**src/common/lc4_pkg.sv**
```systemverilog
/* widths, opcodes, the two views of an instruction word and the
   payloads passed between the five pipeline stages */
`default_nettype none

package lc4_pkg;

    localparam int XLEN  = 16;
    localparam int NREG  = 8;
    localparam int REG_W = 3;
    localparam logic [XLEN-1:0] RESET_PC = 16'h8200;

    // major opcodes in insn[15:12]
    localparam logic [3:0] OP_BR    = 4'b0000;
    localparam logic [3:0] OP_ARITH = 4'b0001;
    localparam logic [3:0] OP_LOGIC = 4'b0101;
    localparam logic [3:0] OP_LDR   = 4'b0110;
    localparam logic [3:0] OP_STR   = 4'b0111;
    localparam logic [3:0] OP_CONST = 4'b1001;

    localparam logic [2:0] SUB_ADD = 3'b000;  // arith group
    localparam logic [2:0] SUB_SUB = 3'b010;
    localparam logic [2:0] SUB_AND = 3'b000;  // logic group
    localparam logic [2:0] SUB_NOT = 3'b001;
    localparam logic [2:0] SUB_OR  = 3'b010;
    localparam logic [2:0] SUB_XOR = 3'b011;

    typedef struct packed {
        logic [3:0]       opcode;
        logic [REG_W-1:0] rd;     // nzp mask for BR, data reg for STR
        logic [REG_W-1:0] rs;
        logic [2:0]       sub;
        logic [REG_W-1:0] rt;
    } r_fmt_t;

    typedef struct packed {
        logic [3:0]       opcode;
        logic [REG_W-1:0] rd;
        logic [REG_W-1:0] rs;
        logic             imm_flag; // top bit of imm6 for LDR and STR
        logic [4:0]       imm5;
    } i_fmt_t;

    typedef union packed {
        r_fmt_t r;
        i_fmt_t i;
    } insn_u;

    typedef struct packed {
        logic rs_re;
        logic rt_re;
        logic rf_we;
        logic nzp_we;
        logic is_load;
        logic is_store;
        logic is_branch;
    } ctrl_t;

    typedef struct packed {
        logic            valid;
        logic [XLEN-1:0] pc;
        insn_u           insn;
    } fd_t;

    typedef struct packed {
        logic            valid;
        logic [XLEN-1:0] pc;
        insn_u           insn;
        ctrl_t           ctrl;
        logic [XLEN-1:0] rs_data;
        logic [XLEN-1:0] rt_data;
    } dx_t;

    typedef struct packed {
        logic            valid;
        logic [XLEN-1:0] pc;
        insn_u           insn;
        ctrl_t           ctrl;
        logic [XLEN-1:0] alu_result; // address for loads and stores
        logic [XLEN-1:0] store_data;
    } xm_t;

    typedef struct packed {
        logic             valid;
        logic [XLEN-1:0]  pc;
        insn_u            insn;
        logic             rf_we;
        logic [REG_W-1:0] rd;
        logic [XLEN-1:0]  wdata;
        logic             nzp_we;
        logic [2:0]       nzp;
        logic             dmem_we;
        logic [XLEN-1:0]  dmem_addr;
        logic [XLEN-1:0]  dmem_data;
    } retire_t;

    typedef struct packed {
        logic            valid;
        logic [XLEN-1:0] target;
    } redirect_t;

    typedef struct packed {
        logic            we;
        logic [XLEN-1:0] addr;
        logic [XLEN-1:0] wdata;
    } dmem_req_t;

    // second read register, STR keeps its data register in the rd slot
    function automatic logic [REG_W-1:0] rt_index(input insn_u insn);
        return (insn.r.opcode == OP_STR) ? insn.r.rd : insn.r.rt;
    endfunction

    function automatic logic [2:0] nzp_of(input logic [XLEN-1:0] value);
        if (value == '0)
            return 3'b010;
        return value[XLEN-1] ? 3'b100 : 3'b001;
    endfunction

endpackage

`default_nettype wire

```
**src/logic/lc4_core.sv**
```systemverilog
/* five-stage LC4 core top, connects the stages, the register file
   and the memory and retire ports */
`timescale 1ns/1ps
`default_nettype none

module lc4_core import lc4_pkg::*; (
    input  logic            gwe,
    input  logic            i_reset,
    output logic [XLEN-1:0] o_imem_addr,
    input  insn_u           i_imem_data,
    output dmem_req_t       o_dmem,
    input  logic [XLEN-1:0] i_dmem_rdata,
    output retire_t         o_retire
);

    fd_t              fd;
    dx_t              dx;
    xm_t              xm;
    redirect_t        redirect;     // from execute on a taken branch
    logic             stall;
    logic [REG_W-1:0] rs_sel;
    logic [REG_W-1:0] rt_sel;
    logic [XLEN-1:0]  rs_data;
    logic [XLEN-1:0]  rt_data;
    logic             ld_nzp_valid;
    logic [2:0]       ld_nzp;

    lc4_fetch_stage u_fetch (
        .gwe         (gwe),
        .i_reset     (i_reset),
        .i_stall     (stall),
        .i_redirect  (redirect),
        .i_imem_data (i_imem_data),
        .o_imem_addr (o_imem_addr),
        .o_fd        (fd)
    );

    lc4_decode_stage u_decode (
        .gwe        (gwe),
        .i_reset    (i_reset),
        .i_fd       (fd),
        .i_redirect (redirect),
        .o_rs_sel   (rs_sel),
        .o_rt_sel   (rt_sel),
        .i_rs_data  (rs_data),
        .i_rt_data  (rt_data),
        .o_stall    (stall),
        .o_dx       (dx)
    );

    lc4_regfile u_regfile (
        .gwe       (gwe),
        .i_reset   (i_reset),
        .i_rs_sel  (rs_sel),
        .i_rt_sel  (rt_sel),
        .o_rs_data (rs_data),
        .o_rt_data (rt_data),
        .i_wb      (o_retire)       // writeback is the retire bundle
    );

    lc4_execute_stage u_execute (
        .gwe            (gwe),
        .i_reset        (i_reset),
        .i_dx           (dx),
        .i_wb           (o_retire),
        .i_ld_nzp_valid (ld_nzp_valid),
        .i_ld_nzp       (ld_nzp),
        .o_redirect     (redirect),
        .o_xm           (xm)
    );

    lc4_memory_stage u_memory (
        .gwe            (gwe),
        .i_reset        (i_reset),
        .i_xm           (xm),
        .o_dmem         (o_dmem),
        .i_dmem_rdata   (i_dmem_rdata),
        .o_ld_nzp_valid (ld_nzp_valid),
        .o_ld_nzp       (ld_nzp),
        .o_wb           (o_retire)
    );

endmodule

`default_nettype wire

```
**src/logic/lc4_decode_stage.sv**
```systemverilog
/* decode stage, control decode, register reads, load-to-use detection
   and the decode-to-execute register */
`timescale 1ns/1ps
`default_nettype none

module lc4_decode_stage import lc4_pkg::*; (
    input  logic             gwe,
    input  logic             i_reset,
    input  fd_t              i_fd,
    input  redirect_t        i_redirect,
    output logic [REG_W-1:0] o_rs_sel,
    output logic [REG_W-1:0] o_rt_sel,
    input  logic [XLEN-1:0]  i_rs_data,
    input  logic [XLEN-1:0]  i_rt_data,
    output logic             o_stall,
    output dx_t              o_dx
);

    ctrl_t            ctrl;
    logic [REG_W-1:0] ld_rd;
    logic             uses_ld;
    dx_t              dx_d;

    always_comb begin
        ctrl = '0;
        case (i_fd.insn.r.opcode)
            OP_ARITH, OP_LOGIC: begin
                ctrl.rs_re  = 1'b1;
                // immediate forms and NOT have no second source
                ctrl.rt_re  = !i_fd.insn.i.imm_flag &&
                              !(i_fd.insn.r.opcode == OP_LOGIC &&
                                i_fd.insn.r.sub == SUB_NOT);
                ctrl.rf_we  = 1'b1;
                ctrl.nzp_we = 1'b1;
            end
            OP_LDR: begin
                ctrl.rs_re   = 1'b1;
                ctrl.rf_we   = 1'b1;
                ctrl.nzp_we  = 1'b1;
                ctrl.is_load = 1'b1;
            end
            OP_STR: begin
                ctrl.rs_re    = 1'b1;
                ctrl.rt_re    = 1'b1;   // data register
                ctrl.is_store = 1'b1;
            end
            OP_CONST: begin
                ctrl.rf_we  = 1'b1;
                ctrl.nzp_we = 1'b1;
            end
            OP_BR:   ctrl.is_branch = 1'b1;
            default: ctrl = '0;         // outside the subset, retires as a no-op
        endcase
    end

    assign o_rs_sel = i_fd.insn.r.rs;
    assign o_rt_sel = rt_index(i_fd.insn);

    // load sitting in execute, a branch needs the nzp it produces
    assign ld_rd   = o_dx.insn.r.rd;
    assign uses_ld = (ctrl.rs_re && o_rs_sel == ld_rd) ||
                     (ctrl.rt_re && o_rt_sel == ld_rd) ||
                     ctrl.is_branch;
    assign o_stall = i_fd.valid && o_dx.valid && o_dx.ctrl.is_load && uses_ld;

    always_comb begin
        dx_d.valid   = i_fd.valid && !o_stall && !i_redirect.valid;
        dx_d.pc      = i_fd.pc;
        dx_d.insn    = i_fd.insn;
        dx_d.ctrl    = ctrl;
        dx_d.rs_data = i_rs_data;
        dx_d.rt_data = i_rt_data;
    end

    always_ff @(posedge gwe) begin
        o_dx <= dx_d;
        if (i_reset)
            o_dx.valid <= 1'b0;
    end

endmodule

`default_nettype wire

```
**src/logic/lc4_execute_stage.sv**
```systemverilog
/* execute stage, MX and WX bypass, ALU, NZP register, branch
   resolution and the execute-to-memory register */
`timescale 1ns/1ps
`default_nettype none

module lc4_execute_stage import lc4_pkg::*; (
    input  logic      gwe,
    input  logic      i_reset,
    input  dx_t       i_dx,
    input  retire_t   i_wb,
    input  logic      i_ld_nzp_valid,
    input  logic [2:0] i_ld_nzp,
    output redirect_t o_redirect,
    output xm_t       o_xm
);

    logic [XLEN-1:0]  rs_val;
    logic [XLEN-1:0]  rt_val;
    logic [XLEN-1:0]  imm5_sx;
    logic [XLEN-1:0]  imm6_sx;
    logic [XLEN-1:0]  imm9_sx;
    logic [XLEN-1:0]  result;
    logic [XLEN-1:0]  br_target;
    logic [2:0]       nzp_q;
    logic             br_taken;
    xm_t              xm_d;
    insn_u            insn;

    // memory stage is younger than writeback, so it is checked first
    function automatic logic [XLEN-1:0] forward(input logic [REG_W-1:0] sel,
                                                input logic [XLEN-1:0]  rf_val,
                                                input xm_t              xm,
                                                input retire_t          wb);
        if (xm.valid && xm.ctrl.rf_we && xm.insn.r.rd == sel)
            return xm.alu_result;
        if (wb.valid && wb.rf_we && wb.rd == sel)
            return wb.wdata;
        return rf_val;
    endfunction

    assign insn   = i_dx.insn;
    assign rs_val = forward(insn.r.rs, i_dx.rs_data, o_xm, i_wb);
    assign rt_val = forward(rt_index(insn), i_dx.rt_data, o_xm, i_wb);

    assign imm5_sx = {{(XLEN-5){insn.i.imm5[4]}}, insn.i.imm5};
    assign imm6_sx = {{(XLEN-6){insn.i.imm_flag}}, insn.i.imm_flag, insn.i.imm5};
    assign imm9_sx = {{(XLEN-9){insn.i.rs[2]}}, insn.i.rs, insn.i.imm_flag, insn.i.imm5};

    always_comb begin
        result = '0;
        case (insn.r.opcode)
            OP_ARITH: begin
                if (insn.i.imm_flag)
                    result = rs_val + imm5_sx;
                else if (insn.r.sub == SUB_SUB)
                    result = rs_val - rt_val;
                else if (insn.r.sub == SUB_ADD)
                    result = rs_val + rt_val;
            end
            OP_LOGIC: begin
                if (insn.i.imm_flag) begin
                    result = rs_val & imm5_sx;
                end else begin
                    case (insn.r.sub)
                        SUB_AND: result = rs_val & rt_val;
                        SUB_NOT: result = ~rs_val;
                        SUB_OR:  result = rs_val | rt_val;
                        SUB_XOR: result = rs_val ^ rt_val;
                        default: result = '0;
                    endcase
                end
            end
            OP_LDR, OP_STR: result = rs_val + imm6_sx;   // effective address
            OP_CONST:       result = imm9_sx;
            default:        result = '0;
        endcase
    end

    // predicted not taken, a hit squashes fetch and decode
    assign br_target = i_dx.pc + 1'b1 + imm9_sx;
    assign br_taken  = i_dx.valid && i_dx.ctrl.is_branch && |(nzp_q & insn.r.rd);

    always_comb begin
        o_redirect.valid  = br_taken;
        o_redirect.target = br_target;
    end

    always_ff @(posedge gwe) begin
        if (i_reset)
            nzp_q <= '0;
        else if (i_dx.valid && i_dx.ctrl.nzp_we && !i_dx.ctrl.is_load)
            nzp_q <= nzp_of(result);
        else if (i_ld_nzp_valid)
            nzp_q <= i_ld_nzp;      // older load, only when execute leaves nzp alone
    end

    always_comb begin
        xm_d.valid      = i_dx.valid;
        xm_d.pc         = i_dx.pc;
        xm_d.insn       = insn;
        xm_d.ctrl       = i_dx.ctrl;
        xm_d.alu_result = result;
        xm_d.store_data = rt_val;
    end

    always_ff @(posedge gwe) begin
        o_xm <= xm_d;
        if (i_reset)
            o_xm.valid <= 1'b0;
    end

endmodule

`default_nettype wire

```
**src/logic/lc4_fetch_stage.sv**
```systemverilog
/* fetch stage, PC register, next-PC choice and the fetch-to-decode
   register with stall hold and redirect squash */
`timescale 1ns/1ps
`default_nettype none

module lc4_fetch_stage import lc4_pkg::*; (
    input  logic            gwe,
    input  logic            i_reset,
    input  logic            i_stall,
    input  redirect_t       i_redirect,
    input  insn_u           i_imem_data,
    output logic [XLEN-1:0] o_imem_addr,
    output fd_t             o_fd
);

    logic [XLEN-1:0] pc_q;
    logic [XLEN-1:0] pc_d;
    fd_t             fd_d;

    assign o_imem_addr = pc_q;  // memory answers in the same cycle

    always_comb begin
        pc_d       = pc_q + 1'b1;
        fd_d.valid = 1'b1;
        fd_d.pc    = pc_q;
        fd_d.insn  = i_imem_data;
        if (i_redirect.valid) begin
            // taken branch in execute, drop the word fetched this cycle
            pc_d       = i_redirect.target;
            fd_d.valid = 1'b0;
        end else if (i_stall) begin
            pc_d = pc_q;
            fd_d = o_fd;            // hold for the load-to-use bubble
        end
    end

    always_ff @(posedge gwe) begin
        if (i_reset)
            pc_q <= RESET_PC;
        else
            pc_q <= pc_d;
    end

    always_ff @(posedge gwe) begin
        o_fd <= fd_d;
        if (i_reset)
            o_fd.valid <= 1'b0;
    end

endmodule

`default_nettype wire

```
**src/logic/lc4_memory_stage.sv**
```systemverilog
/* memory stage, data memory request with WM store bypass, load
   result select and the writeback register */
`timescale 1ns/1ps
`default_nettype none

module lc4_memory_stage import lc4_pkg::*; (
    input  logic            gwe,
    input  logic            i_reset,
    input  xm_t             i_xm,
    output dmem_req_t       o_dmem,
    input  logic [XLEN-1:0] i_dmem_rdata,
    output logic            o_ld_nzp_valid,
    output logic [2:0]      o_ld_nzp,
    output retire_t         o_wb
);

    logic [XLEN-1:0] st_data;
    logic [XLEN-1:0] wb_val;
    logic            wm_hit;
    logic            is_mem;
    retire_t         wb_d;

    // STR data register sits in the rd slot
    assign wm_hit  = i_xm.ctrl.is_store && o_wb.valid && o_wb.rf_we &&
                     o_wb.rd == i_xm.insn.r.rd;
    assign st_data = wm_hit ? o_wb.wdata : i_xm.store_data;
    assign is_mem  = i_xm.ctrl.is_load || i_xm.ctrl.is_store;

    always_comb begin
        o_dmem.we    = i_xm.valid && i_xm.ctrl.is_store;
        o_dmem.addr  = i_xm.alu_result;
        o_dmem.wdata = st_data;
    end

    assign wb_val         = i_xm.ctrl.is_load ? i_dmem_rdata : i_xm.alu_result;
    assign o_ld_nzp_valid = i_xm.valid && i_xm.ctrl.is_load;
    assign o_ld_nzp       = nzp_of(i_dmem_rdata);

    always_comb begin
        wb_d.valid     = i_xm.valid;
        wb_d.pc        = i_xm.pc;
        wb_d.insn      = i_xm.insn;
        wb_d.rf_we     = i_xm.ctrl.rf_we;
        wb_d.rd        = i_xm.insn.r.rd;
        wb_d.wdata     = wb_val;
        wb_d.nzp_we    = i_xm.ctrl.nzp_we;
        wb_d.nzp       = nzp_of(wb_val);
        wb_d.dmem_we   = i_xm.ctrl.is_store;
        wb_d.dmem_addr = is_mem ? i_xm.alu_result : '0;
        wb_d.dmem_data = i_xm.ctrl.is_load  ? i_dmem_rdata :
                         i_xm.ctrl.is_store ? st_data : '0;
    end

    always_ff @(posedge gwe) begin
        o_wb <= wb_d;
        if (i_reset)
            o_wb.valid <= 1'b0;
    end

endmodule

`default_nettype wire

```
**src/logic/lc4_regfile.sv**
```systemverilog
/* eight-entry register file, two read ports with write-through
   and one write port fed from writeback */
`timescale 1ns/1ps
`default_nettype none

module lc4_regfile import lc4_pkg::*; (
    input  logic             gwe,
    input  logic             i_reset,
    input  logic [REG_W-1:0] i_rs_sel,
    input  logic [REG_W-1:0] i_rt_sel,
    output logic [XLEN-1:0]  o_rs_data,
    output logic [XLEN-1:0]  o_rt_data,
    input  retire_t          i_wb
);

    logic [XLEN-1:0] regs [NREG];
    logic            wr_en;

    assign wr_en = i_wb.valid && i_wb.rf_we;

    always_ff @(posedge gwe) begin
        if (i_reset) begin
            for (int k = 0; k < NREG; k++)
                regs[k] <= '0;
        end else if (wr_en) begin
            regs[i_wb.rd] <= i_wb.wdata;
        end
    end

    // same-cycle write is visible to decode
    assign o_rs_data = (wr_en && i_wb.rd == i_rs_sel) ? i_wb.wdata : regs[i_rs_sel];
    assign o_rt_data = (wr_en && i_wb.rd == i_rt_sel) ? i_wb.wdata : regs[i_rt_sel];

endmodule

`default_nettype wire

```
**config.mk**
```make
export PLATFORM = sky130hd
export DESIGN_NAME = lc4_core
export DESIGN_NICKNAME = d
export VERILOG_FILES = /design/src/common/lc4_pkg.sv /design/src/logic/lc4_core.sv /design/src/logic/lc4_decode_stage.sv /design/src/logic/lc4_execute_stage.sv /design/src/logic/lc4_fetch_stage.sv /design/src/logic/lc4_memory_stage.sv /design/src/logic/lc4_regfile.sv
export SDC_FILE = /design/constraint.sdc
export NUM_CORES = 1
export LEC_CHECK = 0
export ABC_AREA = 1
export BUFFER_PORTS_ARGS = -buffer_cell sky130_fd_sc_hd__buf_2
export CORE_ASPECT_RATIO = 0.5
export CORE_MARGIN = 10
export CORE_UTILIZATION = 25
export DETAILED_ROUTE_END_ITERATION = 12
export PLACE_DENSITY_LB_ADDON = 0.05
export SYNTH_ARGS = -nofsm -noshare
export SYNTH_HDL_FRONTEND = slang
export SYNTH_SLANG_ARGS = --single-unit
```
**constraint.sdc**
```tcl
create_clock -name gwe -period 5.8 [get_ports gwe]
set_clock_uncertainty 0.2 [all_clocks]
set_input_delay 1.16 -clock gwe [delete_from_list [all_inputs] [get_ports gwe]]
set_output_delay 1.16 -clock gwe [all_outputs]
set_load 0.02 [all_outputs]
```
* Word level (Yosys, flattened, before mapping) *
Memories as Yosys holds them, arrays and structs flattened. A register that Yosys moved wholly into a read port is not among the register bits.
Cells that the tools add are included.

storage, ports and cells
  flip-flop bits (word level) = 281
  bits in writable memories = 128
  output and inout port bits = 139
  memories kept = 1
  word-level logic and storage cells = 183
  input port bits = 34

cells by class
  eq/ne operators = 24
  multiplexer cells = 63
  add/subtract/negate cells = 7
  bitwise logic cells = 6
  reductions and logical operators = 47

memories
  memory          words  width  rd ports  clocked after Yosys merged registers in  write ports  RTL line           source
  u_regfile.regs  8      16     2         1                                        8            lc4_regfile.sv:16  logic [XLEN-1:0] regs [NREG];

operators with widths
  kind                   count
  $mux 16                21
  $pmux 16 s4            2
  $add 16x16->16         4
  $mux 32                2
  $logic_not 16->1       3
  $mux 3                 15
  $add 16x1->16 const B  2
  $and 16x16->16         2
  $eq 3x3->1             9
  $logic_and 1x1->1      26
  $eq 4x3->1 const B     6
  $mux 1                 21
  $not 16->16            1
  $or 16x16->16          1
  $reduce_or 16->1       1
  $sub 16x16->16         1
  $xor 16x16->16         1
  $eq 4x1->1 const B     2
  $eq 4x4->1 const B     2
  $reduce_or 4->1        2
  $eq 3x1->1 const B     2
  $eq 3x2->1 const B     2
  $reduce_or 2->1        3
  $logic_not 1->1        5
  other kinds (9)        11

* Depth between registers and ports, before layout *
Gate-level depths: netlist of run 1.

  word-level depth = 19
  mapped depth = 38
  mapped depth without buffers = 36

* Modules after synthesis *
Synthesis of run 1 repeated with hierarchy kept, for this count alone.

second synthesis, totals
  cells, all modules = 3244
  area, all modules = 23536.3 um2

by module, submodules not included
  module             times used  seq. area each (um2)  area an instance (um2)  cells each
  lc4_execute_stage  1           1501.4                8848.5                  1477
  lc4_regfile        1           3843.7                7830.0                  1065
  lc4_memory_stage   1           1741.7                3007.9                  357
  lc4_fetch_stage    1           1301.2                2043.2                  200
  lc4_decode_stage   1           1421.4                1806.7                  145

* Worst setup path after synthesis of run 1 *
No wires, ideal clock.

  path kind = register to register
  start = register u_decode.o_dx[53] (netlist bit)
  end = register u_execute.nzp_q[0]
  period minus slack after synthesis = 4067 ps
  cell stages (with the launch flop) = 32
  setup slack = 1733 ps
  setup time = 117 ps
  data arrival time = 3750 ps
  path buffers = 1
  required time = 5483 ps
  cell sequence = dfxtp_1 > inv_1 > nor2_1 > nand2_2 > inv_2 > nand2_2 > nand2_1 > o21ai_1 > or2_2 > a21oi_1 > nand2_1 > inv_2 > buf_2 > nand2_1 > o211ai_1 > o21ai_1 > ha_1 > fa_1 > nand2_1 > nand3_1 > nand3_1 > nand3_1 > nand3_1 > nand2_1 > o21ai_0 > nand2_1 > a21oi_1 > nand2_1 > nor2_1 > nand3_2 > a21oi_1 > nor2_1

on the way
  word-level cells in the longest chain between the ends = 19
  elaborated cells on any way between the ends = 35
  those cells by class = add/sub: 2; eq/ne: 7; mux: 19; bitwise: 3; reduce/logical: 4

ends and longest elaborated chain
  what                     RTL line                 source
  start, declared          lc4_decode_stage.sv:16   output dx_t o_dx
  $eq 4x3->1 *             lc4_pkg.sv:109           return (insn.r.opcode == OP_STR) ? insn.r.rd : insn.r.rt;
  $mux 3 *                 lc4_pkg.sv:109
  $eq 3x3->1               lc4_execute_stage.sv:36  if (wb.valid && wb.rf_we && wb.rd == sel)
  $logic_and 1x1->1        lc4_execute_stage.sv:36
  $mux 1 (2 in series)     lc4_execute_stage.sv:36
  $mux 16                  lc4_execute_stage.sv:38  return rf_val;
  $mux 16 *                lc4_execute_stage.sv:36
  net u_execute.rt_val[0]  lc4_execute_stage.sv:18  logic [XLEN-1:0] rt_val;
  [3 not listed]           n/a
  $mux 16                  lc4_execute_stage.sv:53  if (insn.i.imm_flag)
  $pmux 16 s4 *            lc4_execute_stage.sv:51  case (insn.r.opcode)
  $logic_not 16->1         lc4_pkg.sv:113           if (value == '0)
  $mux 1                   lc4_pkg.sv:113
  $mux 1                   lc4_execute_stage.sv:91  else if (i_dx.valid && i_dx.ctrl.nzp_we && !i_dx.ctrl.is_load)
  $mux 1                   lc4_execute_stage.sv:89  if (i_reset)
  $mux 3 *                 lc4_pkg.sv:115           return value[XLEN-1] ? 3'b100 : 3'b001;
  $mux 3 *                 lc4_execute_stage.sv:91
  end signal, assigned     lc4_execute_stage.sv:92  nzp_q <= nzp_of(result);
  end signal, assigned     lc4_execute_stage.sv:94  nzp_q <= i_ld_nzp;
  end, declared            lc4_execute_stage.sv:24  logic [2:0] nzp_q;

The timed path passes the listed nets; every way through them passes the cells marked *. The select of a mux whose other input is x is not followed.
A chain may end at the register's enable or synchronous reset.

* Final worst setup path of run 1 *
  start = register u_decode.o_dx[53] (netlist bit)
  end = register u_execute.nzp_q[1]

on the way
  word-level cells in the longest chain between the ends = 19
  elaborated cells on any way between the ends = 34
  those cells by class = add/sub: 2; eq/ne: 7; mux: 18; bitwise: 3; reduce/logical: 4

ends and longest elaborated chain
  what                      RTL line
  $eq 4x3->1 *              lc4_pkg.sv:109
  $mux 3 *                  lc4_pkg.sv:109
  $eq 3x3->1                lc4_execute_stage.sv:36
  $logic_and 1x1->1         lc4_execute_stage.sv:36
  $mux 1 (2 in series)      lc4_execute_stage.sv:36
  $mux 16                   lc4_execute_stage.sv:38
  $mux 16 *                 lc4_execute_stage.sv:36
  net u_execute.rt_val[11]  lc4_execute_stage.sv:18
  [3 not listed]            n/a
  $mux 16                   lc4_execute_stage.sv:53
  $pmux 16 s4 *             lc4_execute_stage.sv:51
  $logic_not 16->1 *        lc4_pkg.sv:113
  $mux 1 *                  lc4_pkg.sv:113
  $mux 1 *                  lc4_execute_stage.sv:91
  $mux 1 *                  lc4_execute_stage.sv:89
  $mux 3 *                  lc4_pkg.sv:115
  $mux 3 *                  lc4_execute_stage.sv:91

Marked as above.

==> metrics.md, run 1 <==
| Metric | Value |
|---|---|
| Total number of yosys warnings | 0 |
| CTS clock-pin slew for the worst setup and hold paths | 0.06 ns |
| Post-Syn Nets | 2910 |
| DP Worst Slack | 0.281 ns |
| Layout Area Growth over Synthesis | 16.5% |
| CP most frequent cell | sky130_fd_sc_hd__nand2_1 |
| Total non-filler cell area in the finished layout | 25000 um2 |
| First-pass GRT wire length | 130000 um |
| Busiest layer in global routing | met2 |
| DP HPWL | 66200 um |
| DRC marker count from the first detailed-route iteration | 1576 |
| Ys flop type | sky130_fd_sc_hd__dfxtp_1 |
| Setup-failing EPs final | 0 |
| Global-route congestion overflow total | 0 |
| Achievable frequency | 188 MHz |
| Arrival time of the worst setup path | 5.65 ns |
| Max-slew violations | 0 |
| Worst-margin pin slew | 1.10 ns |
| Number of antenna violations at the first check in global routing | 2 |
| Share of synthesized cell area in and, or, nand and nor gates | 0.198 |
| Detail Route Antenna Nets | 0 |
| Hold_buf cts | 0 |
| Maximum root-to-sink buffer count | 3 |
| H-tree Lvls | 2 |
| Yosys top cell area share | 0.229 |
| Placed instance area | 23500 um2 |
| GRT Total Usage | 0.175 |
| Longest individual stage delay on the worst path | 0.48 ns |
| Leakage power figure | 11.2 nW |
| Fraction of power spent switching nets | 0.329 |
| CTS tree | yes |
| Reg power frac | 0.410 |
| Count of vias placed by the detailed router | 19.3k |
| TritonCTS buffer count | 45 |
| Pint | 5.26 mW |
| Worst Path Required | 6.12 ns |
| Fraction of layout cells with a size suffix above 1 | 0.125 |
| Number of hold violations in the final report | 0 |
| Share of the clock period used by the worst path | 0.918 |
| Maximum ir drop on the vdd rail | 199 uV |
| Async SR Flop Fraction | 0 |
| Maximum number of pins on one net before global-route repair | 66 |
| Number of global-route vias before repair | 18.8k |
| Adder-cell area share of the yosys netlist | 0.0609 |
| Row cnt | 75 |
| Logic gate share of total power | 0.210 |
| Final RePlAce weighted congestion | 0.902 |
| Share of synthesized area occupied by flip-flops and latches | 0.453 |
| Pwr per Cell Area | 313 nW/um2 |
| Total length of routed wires | 88800 um |
| Drt drc | 0 |
| Mux share of post-synthesis cell area | 0.000466 |
| Worst Path Class, Setup | reg2reg |
| Post-synthesis cell type with the largest combined area | sky130_fd_sc_hd__dfxtp_1 |
| Clock root buffer | sky130_fd_sc_hd__clkbuf_16 |
| Total standard cell area after synthesis | 21500 um2 |
| Clock share of power | 0.380 |
| Unrepaired setup endpoints after global routing | false |
| Clock latency of the later-clocked register in the worst-skew pair | 0.61 ns |
| Met3 track demand over resource in global routing | 0.0245 |
| Post-synthesis instance total | 2774 |
| Total number of clock tree sinks | 406 |
| Number of max-cap violations | 0 |
| Die extent in x | 434 um |
| Number of synthesized flops with an enable pin | 160 |
| Largest family of logic cells by synthesized area | simple AND/OR/NAND/NOR gates |
| Sw power | 2.58 mW |
| Number of detailed-routing iterations run before antenna repair | 6 |
| Slowest CP cell | sky130_fd_sc_hd__ha_1 |
| Leading cell types by count after synthesis | 507 x sky130_fd_sc_hd__nand2_1, 349 x sky130_fd_sc_hd__inv_1, 293 x sky130_fd_sc_hd__nor2_1 |
| Count of state elements after synthesis | 406 |
| Max_slew headroom | 0.264 |
| Placeable core area | 84500 um2 |
| Xor-xnor portion of the synthesized cell area | 0.0102 |
| Total negative slack for setup checks | 0 ns |
| Reg-to-reg setup timing slack | 0.47 ns |
| Initial standard-cell utilization of the core | 0.254 |
| Port Buffer Count | 172 |
| I/O pin count | 173 |
| Detailed-route wire length per cell | 21.9 um |
| Mean number of vias per cell | 4.76 |
| Critical path peak fanout | 16 |
| Full die area | 98700 um2 |
| Leading post-synthesis cells by cell area | sky130_fd_sc_hd__dfxtp_1 23%, sky130_fd_sc_hd__edfxtp_1 22%, sky130_fd_sc_hd__nand2_1 8.9%, sky130_fd_sc_hd__o21ai_0 6.5%, sky130_fd_sc_hd__inv_1 6.1% |
| Sort of element at the end of the critical path | flop |
| Global Route met1 Usage | 0.255 |
| Startpoint type of the worst setup path | flop |
| Floorplan die height | 227 um |
| Number of distinct library cells after synthesis | 52 |
| Cell with the most instances after synthesis | sky130_fd_sc_hd__nand2_1 |
| Compound-Gate Fraction of Synth Area | 0.179 |
| Post-layout min period | 5.33 ns |
| Synthesized area per cell | 7.74 um2 |
| Run status | complete, no violations |
| Worst Slack Setup Final | 0.473 ns |
| Final Net Count | 3032 |
| Number of inserted filler cells in the final layout | 9278 |
| HP Class | reg2reg |
| Global Route met2 Usage | 0.275 |
critical path: cells and delay by family, from the launching register on:
| family | cells | cell delay, ns |
|---|---|---|
| simple gates | 19 | 2.08 |
| compound gates | 6 | 1.46 |
| buf+inv | 5 | 0.69 |
| fa+ha+maj | 1 | 0.48 |
| flops | 1 | 0.32 |
area by class of cell:
type	count	area [um2]	share of cell area
Timing Repair Buffer	230	1300	0.0519
Clock buffer	61	1310	0.0524
Tap cell	1116	1400	0.0559
Clock inverter	22	191	0.00766
Antenna cell	6	15.0	0.000601
Multi-Input combinational cell	1846	9680	0.387
Sequential cell	406	9730	0.389
Inverter	367	1380	0.0552
cells in the final DEF (no fill, tap or decap), types with 6 or more instances in the layout:
cell	Yosys	layout
sky130_fd_sc_hd__o21bai_1	9	9
sky130_fd_sc_hd__nor2_1	293	293
sky130_fd_sc_hd__xnor2_1	12	12
sky130_fd_sc_hd__nor3_1	16	15
sky130_fd_sc_hd__nand2_2	11	12
sky130_fd_sc_hd__nand4_1	14	14
sky130_fd_sc_hd__buf_4	24	58
sky130_fd_sc_hd__clkinv_2	0	9
sky130_fd_sc_hd__o211ai_1	64	64
sky130_fd_sc_hd__a31oi_1	11	11
sky130_fd_sc_hd__o21ai_1	19	16
sky130_fd_sc_hd__a211oi_1	14	14
sky130_fd_sc_hd__clkbuf_16	0	47
sky130_fd_sc_hd__diode_2	0	6
sky130_fd_sc_hd__a21oi_1	226	226
sky130_fd_sc_hd__o22ai_1	20	20
sky130_fd_sc_hd__edfxtp_1	160	160
sky130_fd_sc_hd__dfxtp_1	246	244
sky130_fd_sc_hd__nand2_1	507	506
sky130_fd_sc_hd__o21ai_2	3	7
sky130_fd_sc_hd__clkbuf_8	0	8
sky130_fd_sc_hd__o311ai_0	15	15
sky130_fd_sc_hd__inv_2	17	17
sky130_fd_sc_hd__inv_1	349	348
sky130_fd_sc_hd__buf_2	29	172
sky130_fd_sc_hd__nor4_1	8	8
sky130_fd_sc_hd__clkbuf_1	96	6
sky130_fd_sc_hd__ha_1	98	98
sky130_fd_sc_hd__o21ai_0	280	279
sky130_fd_sc_hd__xor2_1	13	13
sky130_fd_sc_hd__nand3_1	163	163
through the flow:
stage | util | std cells | hold WS (ns) | power [mW]
global route | 0.296 | 4049 | 0.128 | 8.22
global placement | 0.278 | 3963 | 0.110 | 4.93
CTS | 0.295 | 4046 | 0.122 | 7.93
detailed placement | 0.278 | 3963 | 0.112 | 4.91
finish | 0.296 | 4054 | 0.121 | 7.83
floorplan | - | 2774 | 0.110 | 4.27
routing by layer:
metal / up-vias / share of wire
li1: 9486 / -
met1: 9311 / 0.50
met2: 413 / 0.44
met3: 75 / 0.043
met4: 0 / 0.016
met5: - / 0
power by group through the flow:
| stage | clock, mW | combinational [mW] | sequential, mW |
|---|---|---|---|
| detailed placement | 0 | 1.64 | 3.27 |
| global route | 3.17 | 1.83 | 3.22 |
| CTS | 3.07 | 1.64 | 3.21 |
| global placement | 0 | 1.65 | 3.28 |
| floorplan | 0 | 1.01 | 3.26 |
| finish | 2.98 | 1.65 | 3.21 |
path summary, 6_finish.rpt:
path | from | to | cells past startpoint
worst max-delay path | u_decode.o_dx[53]$_DFF_P_ | u_execute.nzp_q[1]$_SDFFE_PP0P_ | 31
worst min-delay path | u_execute.o_xm[63]$_DFF_P_ | u_memory.o_wb[81]$_DFF_P_ | 0
worst max register to register | u_decode.o_dx[53]$_DFF_P_ | u_execute.nzp_q[1]$_SDFFE_PP0P_ | 31
worst min register to register | u_execute.o_xm[63]$_DFF_P_ | u_memory.o_wb[81]$_DFF_P_ | 0
flip-flops by register name, summed over array words and instances (netlist names), named ones only:
| register | flops |
|---|---|
| u_execute.o_xm | 68 |
| u_decode.o_dx | 69 |
| u_fetch.o_imem_addr | 16 |
| u_regfile.regs | 128 |
| u_fetch.o_fd | 33 |
| u_execute.nzp_q | 3 |
| u_memory.o_wb | 86 |
timing repair:
action / 4_1_cts / 5_1_grt
gates resized for setup: 0 / 7
endpoints found under the setup margin: 0 / 3
buffers inserted: 0 / 2
kinds of logic (layout without fill, tap and decap cells):
group | after synthesis | after routing
and+or+nand+nor | 1031 | 1031
buffers and inverters | 522 | 680
DFF | 406 | 406
AOI/OAI and AO/OA | 687 | 687
muxes | 1 | 1
other | 0 | 6
adders and majority gates | 102 | 102
xor gates and xnor gates | 25 | 25
Note: power is estimated with default switching activity, not from simulation.
==> run 2, diff against run 1 <==
- ABC_AREA: 1 -> 0
- ABC_CLOCK_PERIOD_IN_PS: not set -> 5800
==> run 2 against run 1 <==
  * Die area is 3.4% lower
  * Critical endpoint is now u_execute.nzp_q[0]$_SDFFE_PP0P_
  * Wire length fell by 9.5%
  * Largest cell class is now multi-input combinational cells
  * Highest routed layer unchanged
  * Non-clock buffer count up 86
  * Design area increased by 0.68%
  * Setup slack lost 0.27 ns
  * Combinational power down 7%
  * Sequential power rose by 1%
  * Worst hold slack worse by 0.012 ns
  * Global-route usage decreased by 1.2 points
  * Total power down 0.26%
  * Core utilization up 1.2 points
  * Synthesized area decreased by 3.7%
==> metrics.md, run 2 <==
| Metric | Value |
|---|---|
| Number of global-route vias before repair | 16.0k |
| Floorplan die height | 223 um |
| Setup-failing EPs final | 0 |
| Min-Delay Path Depth | 0 |
| H-tree Lvls | 2 |
| Worst Path Required | 6.06 ns |
| Post-synthesis instance total | 2087 |
| Cell with the most instances after synthesis | sky130_fd_sc_hd__nand2_1 |
| Largest registers | u_regfile.regs (128), u_memory.o_wb (86), u_decode.o_dx (69) |
| Worst R2R Path Depth | 23 |
| Clock latency of the later-clocked register in the worst-skew pair | 0.60 ns |
| Initial standard-cell utilization of the core | 0.253 |
| Routed met1 length | 39900 um |
| Share of synthesized area occupied by flip-flops and latches | 0.471 |
| Global-route congestion overflow total | 0 |
| Reg power frac | 0.416 |
| Most common cell after layout, fill and taps aside | sky130_fd_sc_hd__nand2_1 |
| Share of the clock period used by the worst path | 0.964 |
| Total power | 7.81 mW |
| Number of max-cap violations | 0 |
| Post-layout util | 0.308 |
| Worst Slack Setup Final | 0.207 ns |
| Run status | complete, no violations |
| Fraction of layout cells with a size suffix above 1 | 0.229 |
| Pwr per Cell Area | 310 nW/um2 |
| Reg-to-reg setup timing slack | 0.21 ns |
| Worst-margin pin slew | 1.11 ns |
| Arrival time of the worst setup path | 5.85 ns |
| Detail Route Antenna Nets | 0 |
| Number of synthesized flops with an enable pin | 160 |
| Final Instance Count excl. Fillers | 3443 |
| Synthesized area per cell | 9.91 um2 |
| Port Buffer Count | 172 |
| Fraction of power spent switching nets | 0.303 |
| Row cnt | 74 |
| Met3 wire length | 3720 um |
| Worst Path Class, Setup | reg2reg |
| Leading cell types by count after synthesis | 285 x sky130_fd_sc_hd__nand2_1, 246 x sky130_fd_sc_hd__dfxtp_1, 160 x sky130_fd_sc_hd__edfxtp_1 |
| Drt drc | 0 |
| DP Worst Slack | -0.108 ns |
| Die extent in x | 427 um |
| Commonest cells after routing, fill and taps aside | 283 x sky130_fd_sc_hd__nand2_1, 242 x sky130_fd_sc_hd__dfxtp_1, 172 x sky130_fd_sc_hd__buf_2 |
| Total negative slack for setup checks | 0 ns |
| Sw power | 2.37 mW |
| Count of state elements after synthesis | 406 |
| I/O pin count | 173 |
| Async SR Flop Fraction | 0 |
| Register with the most flip-flops | u_regfile.regs |
| Count of vias placed by the detailed router | 16.1k |
| Final RePlAce weighted congestion | 0.805 |
| Clock share of power | 0.387 |
| Ys flop type | sky130_fd_sc_hd__dfxtp_1 |
| GRT Total Usage | 0.164 |
| Highest layer used for signal routing | met4 |
| Number of detailed-routing iterations run before antenna repair | 5 |
| Logic gate share of total power | 0.197 |
| Clock root buffer | sky130_fd_sc_hd__clkbuf_16 |
| Worst r2r src | u_decode.o_dx[53]$_DFF_P_ |
| DP HPWL | 58100 um |
| Largest register FFs | 128 |
| DRC marker count from the first detailed-route iteration | 998 |
| Post-layout min period | 5.59 ns |
| Capture endpoint of the worst hold path | u_memory.o_wb[81]$_DFF_P_ |
| Yosys top cell area share | 0.238 |
| Cell Count Post-Placement | 3354 |
| Number of distinct library cells after synthesis | 78 |
| Leading post-synthesis cells by cell area | sky130_fd_sc_hd__dfxtp_1 24%, sky130_fd_sc_hd__edfxtp_1 23%, sky130_fd_sc_hd__ha_1 5.9%, sky130_fd_sc_hd__nand2_1 5.2%, sky130_fd_sc_hd__and2_1 4.1% |
| CTS tree | yes |
| Maximum ir drop on the vdd rail | 204 uV |
| Mean number of vias per cell | 4.66 |
| TritonCTS buffer count | 44 |
| Post-Syn Nets | 2223 |
| Final Net Count | 2439 |
| Number of hold violations in the final report | 0 |
| Total number of yosys warnings | 0 |
| First-pass GRT wire length | 116000 um |
| Hold path startpoint | u_execute.o_xm[63]$_DFF_P_ |
| Total standard cell area after synthesis | 20700 um2 |
| Max-slew violations | 0 |
| Layout Area Growth over Synthesis | 21.7% |
| Total number of clock tree sinks | 406 |
| Hold_buf cts | 0 |
| Maximum number of pins on one net before global-route repair | 66 |
| Full die area | 95300 um2 |
| Max_slew headroom | 0.253 |
| Sort of element at the end of the critical path | flop |
| Critical path peak fanout | 12 |
| Detailed-route wire length per cell | 23.3 um |
| Number of antenna violations at the first check in global routing | 3 |
| Met2 wirelength from detailed routing | 35200 um |
| Placeable core area | 81800 um2 |
| Leakage power figure | 10.3 nW |
| Achievable frequency | 179 MHz |
| Post-synthesis cell type with the largest combined area | sky130_fd_sc_hd__dfxtp_1 |
| Total length of routed wires | 80400 um |
| HP Class | reg2reg |
| Destination of the worst register-to-register timing path | u_execute.nzp_q[0]$_SDFFE_PP0P_ |
| Maximum root-to-sink buffer count | 3 |
| CTS clock-pin slew for the worst setup and hold paths | 0.07 ns |
| Startpoint type of the worst setup path | flop |
| Pint | 5.44 mW |
-- run 2: changes by cell type in the layout (fill, tap and decap cells not counted), sizes merged, moves of 114 or more --
cell	delta
nor2	-183
o21ai	-201
and2	+134
inv	-294
a21oi	-161
nand2	-233
nand3	-114
-- run 2: cell type report --
type | instances | area [um2]
inverters | 75 | 282
repair buffers | 316 | 1960
fillers | 8516 | 56600
diodes | 4 | 10.0
clock buffers | 65 | 1350
flip-flops and latches | 406 | 9730
well taps | 1102 | 1380
clock inverters | 15 | 171
multi-input cells | 1460 | 10300
-- run 2: logic make-up after synthesis --
logic type | synth area share
buf+inv | 0.0457
mux | 0.0748
compound gates | 0.127
xor+xnor | 0.0381
simple gates | 0.181
flops | 0.471
fa+ha+maj | 0.0632
-- run 2: timing repair --
item	CTS	global route
setup buffers	0	5
pin swaps	0	10
resized for setup	7	41
setup endpoints to repair	2	2
cloned	0	0
-- run 2: routing by layer --
metal	up-vias	global-route usage
met5	-	0
met4	0	0.0348
li1	7858	-
met3	81	0.0300
met2	317	0.253
met1	7796	0.235
-- run 2: critical path, stage by stage, from the launching register on --
cell                       delay (ns)
sky130_fd_sc_hd__dfxtp_1         0.34
sky130_fd_sc_hd__nand2_2         0.08
sky130_fd_sc_hd__nor2_4          0.11
sky130_fd_sc_hd__nand2_4         0.10
sky130_fd_sc_hd__mux2i_4         0.22
sky130_fd_sc_hd__xnor2_2         0.16
sky130_fd_sc_hd__nor4_4          0.33
sky130_fd_sc_hd__buf_6           0.18
sky130_fd_sc_hd__buf_12          0.16
sky130_fd_sc_hd__mux2i_1         0.23
sky130_fd_sc_hd__o21a_1          0.27
sky130_fd_sc_hd__inv_2           0.08
sky130_fd_sc_hd__ha_1            0.24
sky130_fd_sc_hd__nor2b_1         0.14
sky130_fd_sc_hd__o21ai_1         0.16
sky130_fd_sc_hd__a21oi_1         0.10
sky130_fd_sc_hd__a221oi_2        0.24
sky130_fd_sc_hd__o221ai_2        0.14
sky130_fd_sc_hd__or4_1           0.54
sky130_fd_sc_hd__or4_4           0.42
sky130_fd_sc_hd__or4_4           0.50
sky130_fd_sc_hd__nor4_4          0.26
sky130_fd_sc_hd__buf_4           0.17
sky130_fd_sc_hd__o22ai_1         0.08
-- run 2: worst max path at each step --
| stage | startpoint | endpoint | slack, ns | cells past startpoint |
|---|---|---|---|---|
| global placement | u_memory.o_wb[67]$_DFF_P_ | u_execute.nzp_q[0]$_SDFFE_PP0P_ | 0.002 | 19 |
| detailed placement | u_decode.o_dx[53]$_DFF_P_ | u_execute.nzp_q[0]$_SDFFE_PP0P_ | -0.11 | 23 |
| floorplan | u_memory.o_wb[67]$_DFF_P_ | u_execute.nzp_q[0]$_SDFFE_PP0P_ | 0.04 | 18 |
| finish | u_decode.o_dx[53]$_DFF_P_ | u_execute.nzp_q[0]$_SDFFE_PP0P_ | 0.21 | 23 |
| global route | u_decode.o_dx[53]$_DFF_P_ | u_execute.nzp_q[0]$_SDFFE_PP0P_ | -0.003 | 22 |
| CTS | u_decode.o_dx[53]$_DFF_P_ | u_execute.nzp_q[0]$_SDFFE_PP0P_ | 0.04 | 23 |
-- run 2: power groups by stage --
stage	clock network [mW]	logic [mW]	registers, mW
final	3.02	1.54	3.25
after global routing	3.24	1.67	3.27
after CTS	3.13	1.51	3.25
after detailed placement	0	1.50	3.31
after global placement	0	1.52	3.32
after floorplan	0	0.895	3.28
-- run 2: stage by stage --
| step | instance area (um2) | hold slack, ns |
|---|---|---|
| after floorplan | 20700 | 0.110 |
| after global placement | 23400 | 0.110 |
| after detailed placement | 23400 | 0.112 |
| after CTS | 25000 | 0.117 |
| after global routing | 25200 | 0.123 |
| final | 25200 | 0.109 |
